<file path="config.mk">
export PLATFORM = sky130hd
export DESIGN_NAME = fft8_top
export DESIGN_NICKNAME = d
export VERILOG_FILES = /design/src/common/fft_pkg.sv /design/src/combine/butterfly_combine.sv /design/src/combine/result_buffer.sv /design/src/combine/twiddle_mult.sv /design/src/fft4/fft4_kernel.sv /design/src/source/fft8_top.sv /design/src/source/sample_splitter.sv
export VERILOG_INCLUDE_DIRS = /design/src /design/src/common
export SDC_FILE = /design/constraint.sdc
export NUM_CORES = 2
export LEC_CHECK = 0
export BUFFER_PORTS_ARGS = -buffer_cell sky130_fd_sc_hd__buf_2
export CORE_MARGIN = 1.5
export CORE_UTILIZATION = 65
export CTS_CLUSTER_DIAMETER = 150
export DETAILED_ROUTE_END_ITERATION = 10
export GPL_TIMING_DRIVEN = 0
export PLACE_DENSITY = 0.82
export SYNTH_ARGS = -nofsm -noshare
export SYNTH_HDL_FRONTEND = slang
export SYNTH_SLANG_ARGS = --single-unit
</file>
<file path="constraint.sdc">
create_clock -name clk -period 25.9 [get_ports clk]
set_clock_uncertainty 0.2 [all_clocks]
set_input_delay 3.885 -clock clk [delete_from_list [all_inputs] [get_ports clk]]
set_output_delay 3.885 -clock clk [all_outputs]
set_load 0.05 [all_outputs]
</file>
<file path="src/common/fft_defines.svh">
`ifndef FFT_DEFINES_SVH
`define FFT_DEFINES_SVH

// frame and kernel sizes
`define FFT_N       8
`define FFT_HALF    4

// component widths
`define SAMPLE_W    12
`define KBIN_W      14
`define OBIN_W      16

// twiddle format, Q1.14
`define TW_W        16
`define TW_FRAC     14
`define TW_C        11585

`endif

</file>
<file path="src/common/fft_pkg.sv">
`include "fft_defines.svh"

package fft_pkg;

    typedef logic signed [`SAMPLE_W-1:0] sample_t;
    typedef logic signed [`KBIN_W-1:0]   kbin_t;
    typedef logic signed [`OBIN_W-1:0]   obin_t;
    typedef logic signed [`TW_W-1:0]     twiddle_t;

    typedef logic [$clog2(`FFT_N)-1:0]    bin_idx_t;
    typedef logic [$clog2(`FFT_HALF)-1:0] quarter_idx_t;

    typedef struct packed {
        sample_t re;
        sample_t im;
    } cplx_in_t;

    typedef struct packed {
        kbin_t re;
        kbin_t im;
    } cplx_k_t;

    typedef struct packed {
        obin_t re;
        obin_t im;
    } cplx_out_t;

    // bin m sits at index m
    typedef cplx_k_t [`FFT_HALF-1:0] kernel_bins_t;

    typedef enum logic [1:0] {IDLE, RUN, FLUSH, RELEASE} combine_state_t;

endpackage

</file>
<file path="src/combine/butterfly_combine.sv">
`include "fft_defines.svh"

module butterfly_combine
    import fft_pkg::*;
(
    input  logic         clk,
    input  logic         reset,
    input  kernel_bins_t even_bins_i,
    input  kernel_bins_t odd_bins_i,
    input  logic         even_done_i,
    input  logic         odd_done_i,
    input  logic         buf_free_i,
    output logic         release_o,
    output logic         wr_en_o,
    output quarter_idx_t wr_idx_o,
    output cplx_out_t    wr_lo_o,
    output cplx_out_t    wr_hi_o
);

    combine_state_t state;
    quarter_idx_t   k;
    logic           issue;
    logic           wr_valid;
    quarter_idx_t   k_d;
    cplx_k_t        even_d;
    cplx_out_t      odd_tw;
    obin_t          even_re;
    obin_t          even_im;

    ////////////////////////////////////////////////////////////
    // sequencer
    ////////////////////////////////////////////////////////////

    assign issue = (state == RUN);

    always_ff @(posedge clk)
    begin
        if (reset)
        begin
            state <= IDLE;
            k     <= '0;
        end
        else
        begin
            case (state)
                IDLE:
                begin
                    // both halves ready and room for the result
                    if (even_done_i && odd_done_i && buf_free_i)
                    begin
                        state <= RUN;
                        k     <= '0;
                    end
                end
                RUN:
                begin
                    k <= k + 1'b1;
                    if (k == quarter_idx_t'(`FFT_HALF - 1))
                    begin
                        state <= FLUSH;
                    end
                end
                FLUSH:
                begin
                    // last pair leaves the multiplier here
                    state <= RELEASE;
                end
                default:
                begin
                    if (!even_done_i && !odd_done_i)
                    begin
                        state <= IDLE;
                    end
                end
            endcase
        end
    end

    // kernels are cleared together with the last write
    assign release_o = (state == FLUSH);

    ////////////////////////////////////////////////////////////
    // datapath, one stage to match the multiplier
    ////////////////////////////////////////////////////////////

    twiddle_mult u_twiddle (
        .clk (clk),
        .k_i (k),
        .a_i (odd_bins_i[k]),
        .p_o (odd_tw)
    );

    always_ff @(posedge clk)
    begin
        if (reset)
        begin
            wr_valid <= 1'b0;
        end
        else
        begin
            wr_valid <= issue;
        end
    end

    always_ff @(posedge clk)
    begin
        k_d    <= k;
        even_d <= even_bins_i[k];
    end

    assign even_re = obin_t'(even_d.re);
    assign even_im = obin_t'(even_d.im);

    // X[k] = E + W*O, X[k+4] = E - W*O
    always_comb
    begin
        wr_lo_o.re = even_re + odd_tw.re;
        wr_lo_o.im = even_im + odd_tw.im;
        wr_hi_o.re = even_re - odd_tw.re;
        wr_hi_o.im = even_im - odd_tw.im;
    end

    assign wr_en_o  = wr_valid;
    assign wr_idx_o = k_d;

endmodule

</file>
<file path="src/combine/result_buffer.sv">
`include "fft_defines.svh"

module result_buffer
    import fft_pkg::*;
(
    input  logic         clk,
    input  logic         reset,
    input  logic         wr_en_i,
    input  quarter_idx_t wr_idx_i,
    input  cplx_out_t    wr_lo_i,
    input  cplx_out_t    wr_hi_i,
    output logic         free_o,
    output logic         out_valid_o,
    output cplx_out_t    out_data_o,
    input  logic         out_ready_i
);

    cplx_out_t mem [`FFT_N];
    bin_idx_t  wr_cnt;
    bin_idx_t  rd_ptr;
    logic      out_fire;

    // pairs land at idx and idx+4
    always_ff @(posedge clk)
    begin
        if (wr_en_i)
        begin
            mem[bin_idx_t'(wr_idx_i)]         <= wr_lo_i;
            mem[bin_idx_t'({1'b1, wr_idx_i})] <= wr_hi_i;
        end
    end

    assign out_fire = out_valid_o && out_ready_i;

    ////////////////////////////////////////////////////////////
    // frame fill and stream out
    ////////////////////////////////////////////////////////////

    always_ff @(posedge clk)
    begin
        if (reset)
        begin
            wr_cnt      <= '0;
            rd_ptr      <= '0;
            out_valid_o <= 1'b0;
        end
        else
        begin
            // full frame stored, start streaming next cycle
            if (wr_cnt == bin_idx_t'(`FFT_HALF))
            begin
                wr_cnt      <= '0;
                out_valid_o <= 1'b1;
            end
            else if (wr_en_i)
            begin
                wr_cnt <= wr_cnt + 1'b1;
            end

            if (out_fire)
            begin
                // pointer wraps to 0 after X[7]
                rd_ptr <= rd_ptr + 1'b1;
                if (rd_ptr == bin_idx_t'(`FFT_N - 1))
                begin
                    out_valid_o <= 1'b0;
                end
            end
        end
    end

    assign out_data_o = mem[rd_ptr];

    // nothing being filled and nothing waiting to go out
    assign free_o = (wr_cnt == '0) && !out_valid_o;

endmodule

</file>
<file path="src/combine/twiddle_mult.sv">
`include "fft_defines.svh"

module twiddle_mult
    import fft_pkg::*;
(
    input  logic         clk,
    input  quarter_idx_t k_i,
    input  cplx_k_t      a_i,
    output cplx_out_t    p_o
);

    localparam int TW_ONE   = 1 << `TW_FRAC;
    localparam int TW_ROUND = 1 << (`TW_FRAC - 1);

    twiddle_t          w_re;
    twiddle_t          w_im;
    logic signed [31:0] prod_re;
    logic signed [31:0] prod_im;

    // W8^k = exp(-j*pi*k/4)
    always_comb
    begin
        case (k_i)
            2'd0:
            begin
                w_re = twiddle_t'(TW_ONE);
                w_im = '0;
            end
            2'd1:
            begin
                w_re = twiddle_t'(`TW_C);
                w_im = twiddle_t'(-`TW_C);
            end
            2'd2:
            begin
                w_re = '0;
                w_im = twiddle_t'(-TW_ONE);
            end
            default:
            begin
                w_re = twiddle_t'(-`TW_C);
                w_im = twiddle_t'(-`TW_C);
            end
        endcase
    end

    // round half up before dropping the fraction
    assign prod_re = a_i.re * w_re - a_i.im * w_im + TW_ROUND;
    assign prod_im = a_i.re * w_im + a_i.im * w_re + TW_ROUND;

    always_ff @(posedge clk)
    begin
        p_o.re <= obin_t'(prod_re >>> `TW_FRAC);
        p_o.im <= obin_t'(prod_im >>> `TW_FRAC);
    end

endmodule

</file>
<file path="src/fft4/fft4_kernel.sv">
`include "fft_defines.svh"

module fft4_kernel
    import fft_pkg::*;
(
    input  logic         clk,
    input  logic         reset,
    input  logic         samp_valid_i,
    input  cplx_in_t     samp_data_i,
    input  logic         release_i,
    output kernel_bins_t bins_o,
    output logic         done_o
);

    kernel_bins_t acc;
    quarter_idx_t samp_cnt;
    cplx_k_t      rot [`FFT_HALF];
    logic         accept;

    // sample times (-j)^q, done by swapping and negating
    function automatic cplx_k_t rotate(input cplx_in_t s, input quarter_idx_t q);
        kbin_t   re;
        kbin_t   im;
        cplx_k_t r;
        // widen first so that -(-2048) does not wrap
        re = kbin_t'(s.re);
        im = kbin_t'(s.im);
        case (q)
            2'd0:
            begin
                r.re = re;
                r.im = im;
            end
            2'd1:
            begin
                r.re = im;
                r.im = -re;
            end
            2'd2:
            begin
                r.re = -re;
                r.im = -im;
            end
            default:
            begin
                r.re = -im;
                r.im = re;
            end
        endcase
        return r;
    endfunction

    assign accept = samp_valid_i && !done_o;

    // bin m takes sample n with exponent n*m mod 4
    always_comb
    begin
        for (int m = 0; m < `FFT_HALF; m++)
        begin
            rot[m] = rotate(samp_data_i, quarter_idx_t'(samp_cnt * m));
        end
    end

    ////////////////////////////////////////////////////////////
    // accumulators
    ////////////////////////////////////////////////////////////

    always_ff @(posedge clk)
    begin
        if (accept)
        begin
            for (int m = 0; m < `FFT_HALF; m++)
            begin
                // first sample of a frame overwrites the old bins
                if (samp_cnt == '0)
                begin
                    acc[m] <= rot[m];
                end
                else
                begin
                    acc[m].re <= acc[m].re + rot[m].re;
                    acc[m].im <= acc[m].im + rot[m].im;
                end
            end
        end
    end

    always_ff @(posedge clk)
    begin
        if (reset)
        begin
            samp_cnt <= '0;
            done_o   <= 1'b0;
        end
        else
        begin
            if (accept)
            begin
                samp_cnt <= samp_cnt + 1'b1;
            end
            if (release_i)
            begin
                done_o <= 1'b0;
            end
            else if (accept && samp_cnt == quarter_idx_t'(`FFT_HALF - 1))
            begin
                done_o <= 1'b1;
            end
        end
    end

    // bins stay stable while done is high
    assign bins_o = acc;

endmodule

</file>
<file path="src/source/fft8_top.sv">
module fft8_top
    import fft_pkg::*;
(
    input  logic      clk,
    input  logic      reset,
    input  logic      in_valid_i,
    input  cplx_in_t  in_data_i,
    output logic      in_ready_o,
    output logic      out_valid_o,
    output cplx_out_t out_data_o,
    input  logic      out_ready_i
);

    logic [1:0]   samp_valid;
    cplx_in_t     samp_data;
    kernel_bins_t even_bins;
    kernel_bins_t odd_bins;
    logic         even_done;
    logic         odd_done;
    logic         release_k;
    logic         wr_en;
    quarter_idx_t wr_idx;
    cplx_out_t    wr_lo;
    cplx_out_t    wr_hi;
    logic         buf_free;

    ////////////////////////////////////////////////////////////
    // decimation in time
    ////////////////////////////////////////////////////////////

    sample_splitter u_splitter (
        .clk          (clk),
        .reset        (reset),
        .in_valid_i   (in_valid_i),
        .in_data_i    (in_data_i),
        .in_ready_o   (in_ready_o),
        .even_done_i  (even_done),
        .odd_done_i   (odd_done),
        .samp_valid_o (samp_valid),
        .samp_data_o  (samp_data)
    );

    // x[0], x[2], x[4], x[6]
    fft4_kernel u_even (
        .clk          (clk),
        .reset        (reset),
        .samp_valid_i (samp_valid[0]),
        .samp_data_i  (samp_data),
        .release_i    (release_k),
        .bins_o       (even_bins),
        .done_o       (even_done)
    );

    // x[1], x[3], x[5], x[7]
    fft4_kernel u_odd (
        .clk          (clk),
        .reset        (reset),
        .samp_valid_i (samp_valid[1]),
        .samp_data_i  (samp_data),
        .release_i    (release_k),
        .bins_o       (odd_bins),
        .done_o       (odd_done)
    );

    ////////////////////////////////////////////////////////////
    // radix-2 combine and output
    ////////////////////////////////////////////////////////////

    butterfly_combine u_combine (
        .clk          (clk),
        .reset        (reset),
        .even_bins_i  (even_bins),
        .odd_bins_i   (odd_bins),
        .even_done_i  (even_done),
        .odd_done_i   (odd_done),
        .buf_free_i   (buf_free),
        .release_o    (release_k),
        .wr_en_o      (wr_en),
        .wr_idx_o     (wr_idx),
        .wr_lo_o      (wr_lo),
        .wr_hi_o      (wr_hi)
    );

    result_buffer u_buffer (
        .clk          (clk),
        .reset        (reset),
        .wr_en_i      (wr_en),
        .wr_idx_i     (wr_idx),
        .wr_lo_i      (wr_lo),
        .wr_hi_i      (wr_hi),
        .free_o       (buf_free),
        .out_valid_o  (out_valid_o),
        .out_data_o   (out_data_o),
        .out_ready_i  (out_ready_i)
    );

endmodule

</file>
<file path="src/source/sample_splitter.sv">
module sample_splitter
    import fft_pkg::*;
(
    input  logic       clk,
    input  logic       reset,
    input  logic       in_valid_i,
    input  cplx_in_t   in_data_i,
    output logic       in_ready_o,
    input  logic       even_done_i,
    input  logic       odd_done_i,
    output logic [1:0] samp_valid_o,
    output cplx_in_t   samp_data_o
);

    bin_idx_t samp_cnt;
    logic     sel_odd;
    logic     target_done;
    logic     accept;

    // index parity picks the kernel
    assign sel_odd     = samp_cnt[0];
    assign target_done = sel_odd ? odd_done_i : even_done_i;

    // a done kernel would drop the sample, so stall until released
    assign in_ready_o = !target_done;
    assign accept     = in_valid_i && in_ready_o;

    assign samp_valid_o[0] = accept && !sel_odd;
    assign samp_valid_o[1] = accept && sel_odd;

    // both kernels see the same data, valid tells them apart
    assign samp_data_o = in_data_i;

    always_ff @(posedge clk)
    begin
        if (reset)
        begin
            samp_cnt <= '0;
        end
        else if (accept)
        begin
            // wraps after x[7]
            samp_cnt <= samp_cnt + 1'b1;
        end
    end

endmodule

</file>
==> results.cfg <==
[route]
wl_per_cell_um = 26.3
ant_nets = 0
drt_iter0_drc = 5910
vias = 48900
drc_errors = 0
first_pass_iters = 7
avgViaCountPerCell = 6.46
wl_um = 199000

[min_path]
holdPathStages = 2
hold_class = reg -> reg
hp-start = u_buffer.rd_ptr[1]$_SDFFE_PP0P_

[critical_path]
cp-startpoint = u_combine.k[1]$_SDFFE_PP0P_
cpMaxStageDelayCell = nor2_1
worstReg2RegStart = u_combine.k[1]$_SDFFE_PP0P_
cp_max_fo = 10
rrSetupSlack_ns = 10.97
end_kind = flop
cp_common_cell = inv_1
cp-start-kind = flop
worstReg2RegEnd = u_combine.u_twiddle.p_o[14]$_DFF_P_
required_ns = 26.20
worst-setup-path-type = reg -> reg
r2r_cells = 35
max_stage_delay_ns = 0.86
crit_arrival_ns = 15.23

[final_layout]
final_cells = 7566
layout_commonest_cell = inv_1
fill_cells = 6887
syn2layout_area_growth_pct = 6.83
layout_common_cells = inv_1, fa_1, ha_1, edfxtp_1, a21oi_1
drive_above_1_share_pct = 6.57
final_nets = 7644
final_core_util_pct = 70.5

[placement]
dp_slack_ns = 11.54
placed_cells = 7452
port_buffers = 60
dpl.hpwl_um = 162000
gp_congestion = 1.01

[die]
die_area_um2 = 98700
rows = 113
die-height_um = 314
core_um2 = 95400
start_util_pct = 66.0
die_w_um = 314
io_pins = 62

[synthesis]
ys_types = 77
ys_async_sr_fraction_pct = 0
syn_area_per_cell_um2 = 10.3
syn_area_um2 = 63000
syn_inst = 6103
synth-edff-count = 472
synth.ff_latch_count = 556
synth_largest_area_cell = fa_1
synth_fp_nets = 7500
ys_warn_count = 0
netlist.area_leader.share_pct = 23.9
synthFlopType = edfxtp_1
ys_seq_area_share_pct = 25.2
ys_top_cells_by_area = fa_1, edfxtp_1, ha_1

[global_routing]
track_usage_pct = 40.9
antenna_found_initial = 17
grt_overflow = 0
grt_pass1_vias = 50300
use_met2_pct = 62.6
grt_pass1_wl_um = 300000
grt_use_met3_pct = 9.35
grt_busiest_layer = met2
grt_start_max_net_pins = 94
use_met1_pct = 53.9

[pwr]
p_leak_nw = 30.1
power_density_nw_per_um2 = 83.6
peakVddDrop_mv = 0.169

[clock_tree]
htree_levels = 2
cts_setup_buffers = 0
cts_tree = done
cts_hold_buf = 0
cts-root-buf = clkbuf_16
cts_sinks = 556
clock_latency_ns = 0.70
cts_buffers = 58
cts_buffer_depth = 3
clk_transition_reported_paths_ns = 0.06
cts_resized = 0

[sta]
period_share_pct = 57.6
layout_min_cycle_time_ns = 14.93
fmax_ghz = 0.0670
hold_viol_final = 0
rsz0062_at_grt = false
layout_setup_ws_ns = 10.97
setup_viol = 0
fin_setup_tns_ns = 0
drv_slew = 0
slew_headroom_pct = 11.4
max_slew.worst_pin.slew_ns = 1.33

[outcome]
status = complete, no violations

[job]
drv_cap = 0
Yosys cell counts (all sizes together), types with 83 or more instances:
cell    instances
a21oi         426
clkbuf        188
dfxtp          84
edfxtp        472
fa            750
ha            619
inv          1088
mux4          118
nand2         378
nor2          293
o21ai         239
xnor2         248
xor2           83
routing by layer:
metal / routed length, um / up-vias
met5: 85 / -
met2: 88700 / 2974
met1: 74800 / 24300
li1: - / 20900
met3: 21900 / 659
met4: 13500 / 14
power breakdown:
group	internal (mW)	switching, mW
registers	1.29	0.0790
logic	1.15	2.20
clock network	0.505	0.389
worst max-delay path, delay by kind of cell, from the launching register on:
kind            cells  cell delay, ns
buf+inv            14            5.27
fa+ha+maj          10            3.95
simple gates        5            2.46
compound gates      6            2.06
flops               1            0.80
area by class of cell:
type                    count  area (um2)  area share, %
diodes                      4        10.0         0.0149
clock inverters            29         398          0.592
multi-input cells        4216       42100           62.6
well taps                1265        1580           2.35
repair buffers             84         644          0.958
flip-flops and latches    556       15900           23.6
clock buffers              81        1630           2.42
inverters                1096        4120           6.12
plain buffers             235         892           1.33
metrics by stage:
| stage | cell area (um2) | total power [mW] | hold slack (ns) |
|---|---|---|---|
| 2_1_floorplan | 63000 | 3.43 | 0.254 |
| 3_3_place_gp | 64800 | 4.48 | 0.266 |
| 3_5_place_dp | 65200 | 4.59 | 0.290 |
| 4_1_cts | 67200 | 5.50 | 0.299 |
| 5_1_grt | 67200 | 5.85 | 0.330 |
| 6_report | 67200 | 5.62 | 0.310 |
how the worst max path moves through the flow:
| stage | end | slack, ns | depth (start not counted) |
|---|---|---|---|
| floorplan | u_even.done_o$_SDFFE_PP0P_ | 12.65 | 3 |
| global placement | u_even.samp_cnt[1]$_SDFFE_PP0P_ | 7.50 | 4 |
| detailed placement | u_combine.u_twiddle.p_o[14]$_DFF_P_ | 11.54 | 35 |
| CTS | u_combine.u_twiddle.p_o[14]$_DFF_P_ | 11.44 | 35 |
| global route | u_combine.u_twiddle.p_o[14]$_DFF_P_ | 10.87 | 35 |
| finish | u_combine.u_twiddle.p_o[14]$_DFF_P_ | 10.97 | 35 |
flip-flops by register name (all words and copies together) (netlist names), 2 cells and up, named ones only:
name                     count
u_combine.u_twiddle.p_o     32
u_buffer.mem               248
u_even.bins_o              112
u_combine.k                  2
u_combine.state              2
u_odd.samp_cnt               2
u_odd.bins_o               112
u_even.samp_cnt              2
u_buffer.wr_cnt              3
u_buffer.rd_ptr              3
u_combine.even_d            28
u_combine.wr_idx_o           2
cell families after synthesis:
family,count (synthesis),synth area share [%]
mux,205,5.73
compound gates,1150,11.4
flops,556,25.2
buf+inv,1331,7.95
xor+xnor,331,4.61
simple gates,1160,8.99
fa+ha+maj,1370,36.2
Power figures use the tool's default switching activity.
